## src/hw/wasm_params.svh

```systemverilog
`ifndef WASM_PARAMS_SVH
`define WASM_PARAMS_SVH

// memory sizes
`define WASM_IMEM_DEPTH   256
`define WASM_IMEM_AW      8
`define WASM_LMEM_DEPTH   512
`define WASM_LMEM_AW      9

// stack pointer has one spare bit so it can count up to full
`define WASM_STACK_DEPTH  16
`define WASM_SP_W         5

`define WASM_WORD_W       32
`define WASM_INSTR_W      64

// opcode byte values
`define WASM_OP_CONST     8'h41
`define WASM_OP_ADD       8'h6A
`define WASM_OP_SUB       8'h6B
`define WASM_OP_AND       8'h71
`define WASM_OP_OR        8'h72
`define WASM_OP_XOR       8'h73
`define WASM_OP_DROP      8'h1A
`define WASM_OP_LOAD      8'h28
`define WASM_OP_STORE     8'h36
`define WASM_OP_END       8'h0B

`endif

```

## src/hw/wasm_pkg.sv

```systemverilog
`include "wasm_params.svh"

package wasm_pkg;

    typedef logic [`WASM_WORD_W-1:0]  word_t;
    // opcode in 63..56, immediate in 31..0
    typedef logic [`WASM_INSTR_W-1:0] instr_word_t;
    typedef logic [`WASM_IMEM_AW-1:0] imem_addr_t;
    typedef logic [`WASM_LMEM_AW-1:0] lmem_addr_t;
    // equals the number of entries
    typedef logic [`WASM_SP_W-1:0]    sp_t;

    typedef enum logic [1:0] {
        ST_LOAD = 2'b00,
        ST_RUN  = 2'b01,
        ST_DONE = 2'b11
    } run_state_t;

    typedef enum logic [2:0] {
        KIND_ALU,
        KIND_CONST,
        KIND_DROP,
        KIND_LOAD,
        KIND_STORE,
        KIND_NOP
    } exec_kind_t;

    typedef enum logic [2:0] {
        ALU_ADD,
        ALU_SUB,
        ALU_AND,
        ALU_OR,
        ALU_XOR
    } alu_op_t;

    typedef struct packed {
        exec_kind_t kind;
        alu_op_t    alu;
        word_t      imm;
    } dec_op_t;

    // pops first, then the optional push
    typedef struct packed {
        logic       commit;
        logic [1:0] pop_num;
        logic       push;
        word_t      push_data;
    } stack_req_t;

    typedef struct packed {
        word_t top;
        word_t next;
        sp_t   count;
    } pop_window_t;

    typedef struct packed {
        logic instr;
        logic overflow;
        logic underflow;
    } err_t;

endpackage

```

## src/hw/wasm_operand_stack.sv

```systemverilog
`timescale 1ns/1ps
`include "wasm_params.svh"

module wasm_operand_stack (
    input  logic                  i_clk,
    input  logic                  i_rst_n,
    input  wasm_pkg::stack_req_t  i_req,
    output wasm_pkg::pop_window_t o_window,
    output logic                  o_overflow,
    output logic                  o_underflow
);

    localparam int IDX_W = `WASM_SP_W - 1;

    wasm_pkg::word_t  stack_mem [`WASM_STACK_DEPTH];
    wasm_pkg::sp_t    sp;
    wasm_pkg::sp_t    sp_m1;
    wasm_pkg::sp_t    sp_m2;
    wasm_pkg::sp_t    sp_popped;
    logic             pop_bad;
    logic             push_bad;
    logic             wr_en;

    assign sp_m1 = sp - wasm_pkg::sp_t'(1);
    assign sp_m2 = sp - wasm_pkg::sp_t'(2);

    // top and second entry, straight from storage
    always_comb begin
        o_window.top   = stack_mem[sp_m1[IDX_W-1:0]];
        o_window.next  = stack_mem[sp_m2[IDX_W-1:0]];
        o_window.count = sp;
    end

    assign pop_bad   = wasm_pkg::sp_t'(i_req.pop_num) > sp;
    assign sp_popped = sp - wasm_pkg::sp_t'(i_req.pop_num);
    // push after the pops would pass the depth
    assign push_bad  = i_req.push
                       & (sp_popped == wasm_pkg::sp_t'(`WASM_STACK_DEPTH));
    assign wr_en     = i_req.commit & i_req.push & ~pop_bad & ~push_bad;

    always_ff @(posedge i_clk) begin
        if (wr_en) begin
            stack_mem[sp_popped[IDX_W-1:0]] <= i_req.push_data;
        end
    end

    // a failed request leaves the stack as it was
    always_ff @(posedge i_clk or negedge i_rst_n) begin
        if (!i_rst_n) begin
            sp          <= '0;
            o_overflow  <= 1'b0;
            o_underflow <= 1'b0;
        end else if (i_req.commit) begin
            if (pop_bad) begin
                o_underflow <= 1'b1;
            end else if (push_bad) begin
                o_overflow <= 1'b1;
            end else if (i_req.push) begin
                sp <= sp_popped + wasm_pkg::sp_t'(1);
            end else begin
                sp <= sp_popped;
            end
        end
    end

endmodule

```

## config.mk

```make
export PLATFORM = sky130hd
export DESIGN_NAME = wasm_operand_stack
export DESIGN_NICKNAME = d
export VERILOG_FILES = /design/src/hw/wasm_pkg.sv /design/src/hw/wasm_operand_stack.sv
export VERILOG_INCLUDE_DIRS = /design/src /design/src/hw
export SDC_FILE = /design/constraint.sdc
export NUM_CORES = 1
export LEC_CHECK = 0
export BUFFER_PORTS_ARGS = -buffer_cell sky130_fd_sc_hd__buf_2
export CAP_MARGIN = 20
export CORE_ASPECT_RATIO = 0.7
export CORE_MARGIN = 8
export CORE_UTILIZATION = 58
export CTS_BUF_LIST = sky130_fd_sc_hd__clkbuf_8
export DETAILED_ROUTE_END_ITERATION = 8
export GPL_TIMING_DRIVEN = 0
export PLACE_DENSITY = 0.86
export SYNTH_ARGS = -nofsm -noshare
export SYNTH_HDL_FRONTEND = slang
export SYNTH_SLANG_ARGS = --single-unit
export TNS_END_PERCENT = 1
```

## constraint.sdc

```tcl
create_clock -name i_clk -period 4.7 [get_ports i_clk]
set_input_delay 1.175 -clock i_clk [delete_from_list [all_inputs] [get_ports i_clk]]
set_output_delay 1.175 -clock i_clk [all_outputs]
set_load 0.01 [all_outputs]
```

==> out/results.tsv <==
metric	value	unit
syn_inst	1009	
synth_area_per_cell	23.59	um^2
p_leak	8.948	nW
fillers	2388	
area_delta_synth_final	16.43	%
crit_slowest_cell	clkbuf_1	
clockRootBuffer	clkbuf_8	
grt_pass1_vias	14034	
seq_area	15550	um^2
grt_max_degree	23	
maxCapViolCount	0	
cts_htree_levels	3	
drive_above_1_share	0.5054	
path_cells	clkbuf_1 -> clkbuf_1 -> mux4_2 -> mux4_2 -> buf_2	
start_util	0.5845	
ant_nets	0	
die_h	185.5	um
cp-start-kind	register	
rsz0062_at_grt	true	
multiInputGateArea	7984	um^2
drc_errors	0	
grt_pass1_wl	97.08	mm
slowest_delay	0.75	ns
fmax	211.8	MHz
place_hpwl	41.71	mm
antenna_found_initial	2	
die_width	258.2	um
design_area	27720	um^2
period_share	1.005	
synth_area_leader_cell	edfxtp_1	
syn_nets	1057	
grt_overflow	0	
synth_edf_count	512	
run_status	finished, violations left	
row_count	62	
setup_violations	4	
ys_async_sr_fraction	0.01349	
drv_slew	0	
dpl_cell_area	25480	um^2
ys_top_cells_by_area	edfxtp_1 (65%), mux4_2 (30%), buf_2 (0.82%)	
netlist_area	23810	um^2
violations	setup timing	
synth_warnings	0	
preCtsSetupSlack	-1.127	ns
clock-sinks	519	
numPortBuffers	107	
fin_ws	-0.02202	ns
seq_area_frac_synth	0.6532	
gp_congestion	0.8372	
ys.flop_type	edfxtp_1	
fin_nets	1282	
pin_count	109	
ys_ff_latch	519	
hp-class	primary input to async pin	
wl	68.34	mm
synth_cell_types	43	
use_met3	0.07707	
wire_per_inst	37.08	um
fin_skew	0.03338	ns
core	40730	um^2
relSlewSlack	0.2418	
synth_top_cell_area_share	0.6458	
tightest_slew	1.137	ns
period_minus_slack	4.722	ns
cp_max_fo	10	
tritoncts	done	
arrival	3.55	ns
total_power	21.95	mW
die_area	47890	um^2
fin_util	0.6806	
vias	13761	
crit_type	register to output pin	
p_per_area	791.7	nW/um^2
dr.pass1.iters	6	
ir_drop	0.5694	mV
final_hold_viol_count	0	
drt_first_iter_violations	2468	
fin_tns_setup	-0.06839	ns
use_met2	0.4447	
cts_buffer_depth	3	
globalRoute.busiestLayer	met2	
required	3.52	ns
cts_buffers	79	
critPathCaptureType	output pin	
vias_per_cell	7.467	
insertion_delay	0.69	ns
clkSlewWorstSetupHoldPaths	0.06	ns
use_met1	0.3728	
grtUsageTotal	0.2842	
-- per-layer routing --
layer,vias to the layer above,wire (um)
li1,5017,-
met1,7084,23320
met2,1417,32710
met3,241,9371
met4,2,2933
met5,-,9
-- sequential cells by signal (all words and copies together) (netlist names) --
name / cells
sp: 5
stack_mem: 512
o_overflow: 1
o_underflow: 1
-- stage by stage --
step	hold slack [ns]	std cells
after detailed placement	0.4644	1676
after CTS	0.3363	1834
after global placement	0.4330	1660
final	0.3342	1843
after global routing	0.3395	1841
after floorplan	0.4932	1009
-- synthesized netlist by cell type (2+ instances only) --
| cell type | count |
|---|---|
| nor4_1 | 2 |
| clkbuf_1 | 15 |
| inv_1 | 7 |
| xnor2_1 | 2 |
| mux4_2 | 320 |
| nand2b_1 | 3 |
| mux2_2 | 2 |
| buf_2 | 39 |
| ha_1 | 9 |
| o21ai_0 | 4 |
| dfrtp_1 | 7 |
| mux2i_1 | 2 |
| nor2_1 | 23 |
| and3_1 | 3 |
| buf_1 | 4 |
| xor2_1 | 2 |
| buf_6 | 9 |
| buf_4 | 5 |
| a21oi_1 | 4 |
| or3b_1 | 2 |
| nor2b_1 | 4 |
| edfxtp_1 | 512 |
| nand2_1 | 9 |
-- where the power goes --
group | switching, mW | total (mW) | internal, mW
combinational | 6.28 | 12.6 | 6.35
clock | 1.83 | 3.71 | 1.88
sequential | 0.165 | 5.60 | 5.43
total | 8.28 | 21.9 | 13.7
-- critical path: cells and delay by family, from the launching register on --
family	cells	cell delay (ns)
muxes	2	0.96
DFF	1	0.46
buffers and inverters	3	1.47
-- final timing paths --
check | start | end | slack [ns] | depth (start not counted)
setup / recovery | sp[1]$_DFFE_PN0P_ | o_window[12] | -0.02 | 5
hold / removal | i_rst_n | sp[0]$_DFFE_PN0P_ | 0.33 | 1
setup reg to reg | sp[0]$_DFFE_PN0P_ | stack_mem[2][24]$_DFFE_PP_ | 0.15 | 13
hold reg to reg | o_overflow$_DFFE_PN0P_ | o_overflow$_DFFE_PN0P_ | 0.48 | 1
max in group asynchronous | i_rst_n | sp[1]$_DFFE_PN0P_ | 4.20 | 1
min in group i_clk | o_overflow$_DFFE_PN0P_ | o_overflow$_DFFE_PN0P_ | 0.48 | 1
-- layout by cell type (no fill, tap or decap), types with 5 or more instances in the layout --
cell       Yosys  routed
edfxtp_1     512     512
mux4_2       320     320
buf_2         39     120
clkbuf_8       0      80
clkinv_1       0      27
buf_12         0      24
buf_4          5      23
inv_1          7      17
nor2_4         0      16
buf_6          9      14
clkinv_2       0      12
clkbuf_1      15      10
buf_16         0      10
nand2_1        9       9
ha_1           9       8
nor2_1        23       7
clkbuf_16      0       6
dfrtp_1        7       6
bufinv_16      0       5
-- area by class of cell --
| cell class | count | area share |
|---|---|---|
| clock inverter | 63 | 0.01508 |
| multi-input combinational | 411 | 0.2880 |
| inverter | 7 | 0.001219 |
| buffer | 70 | 0.02672 |
| sequential | 519 | 0.5610 |
| clock buffer | 80 | 0.03972 |
| antenna | 3 | 0.0002708 |
| timing repair buffer | 146 | 0.04338 |
| tap | 544 | 0.02456 |
-- logic make-up (layout without fill, tap and decap cells) --
logic type,Yosys count,after routing,share of synthesized area
buffers and inverters,79,366,0.01813
multiplexers,325,325,0.3050
XOR/XNOR,5,5,0.002155
other,0,3,0
AND/OR/NAND/NOR,51,51,0.01025
AO/OA/AOI/OAI,20,20,0.005730
flip-flops,519,519,0.6532
adder cells (fa/ha/maj),10,10,0.005571
-- repair_timing --
item	CTS	global route
gates resized for setup	93	13
buffers inserted	14	0
endpoints found under the setup margin	425	27
cloned	2	6
hold buffers	0	0
pin swaps	1	1
No activity file was read; power rests on OpenSTA's default activity.
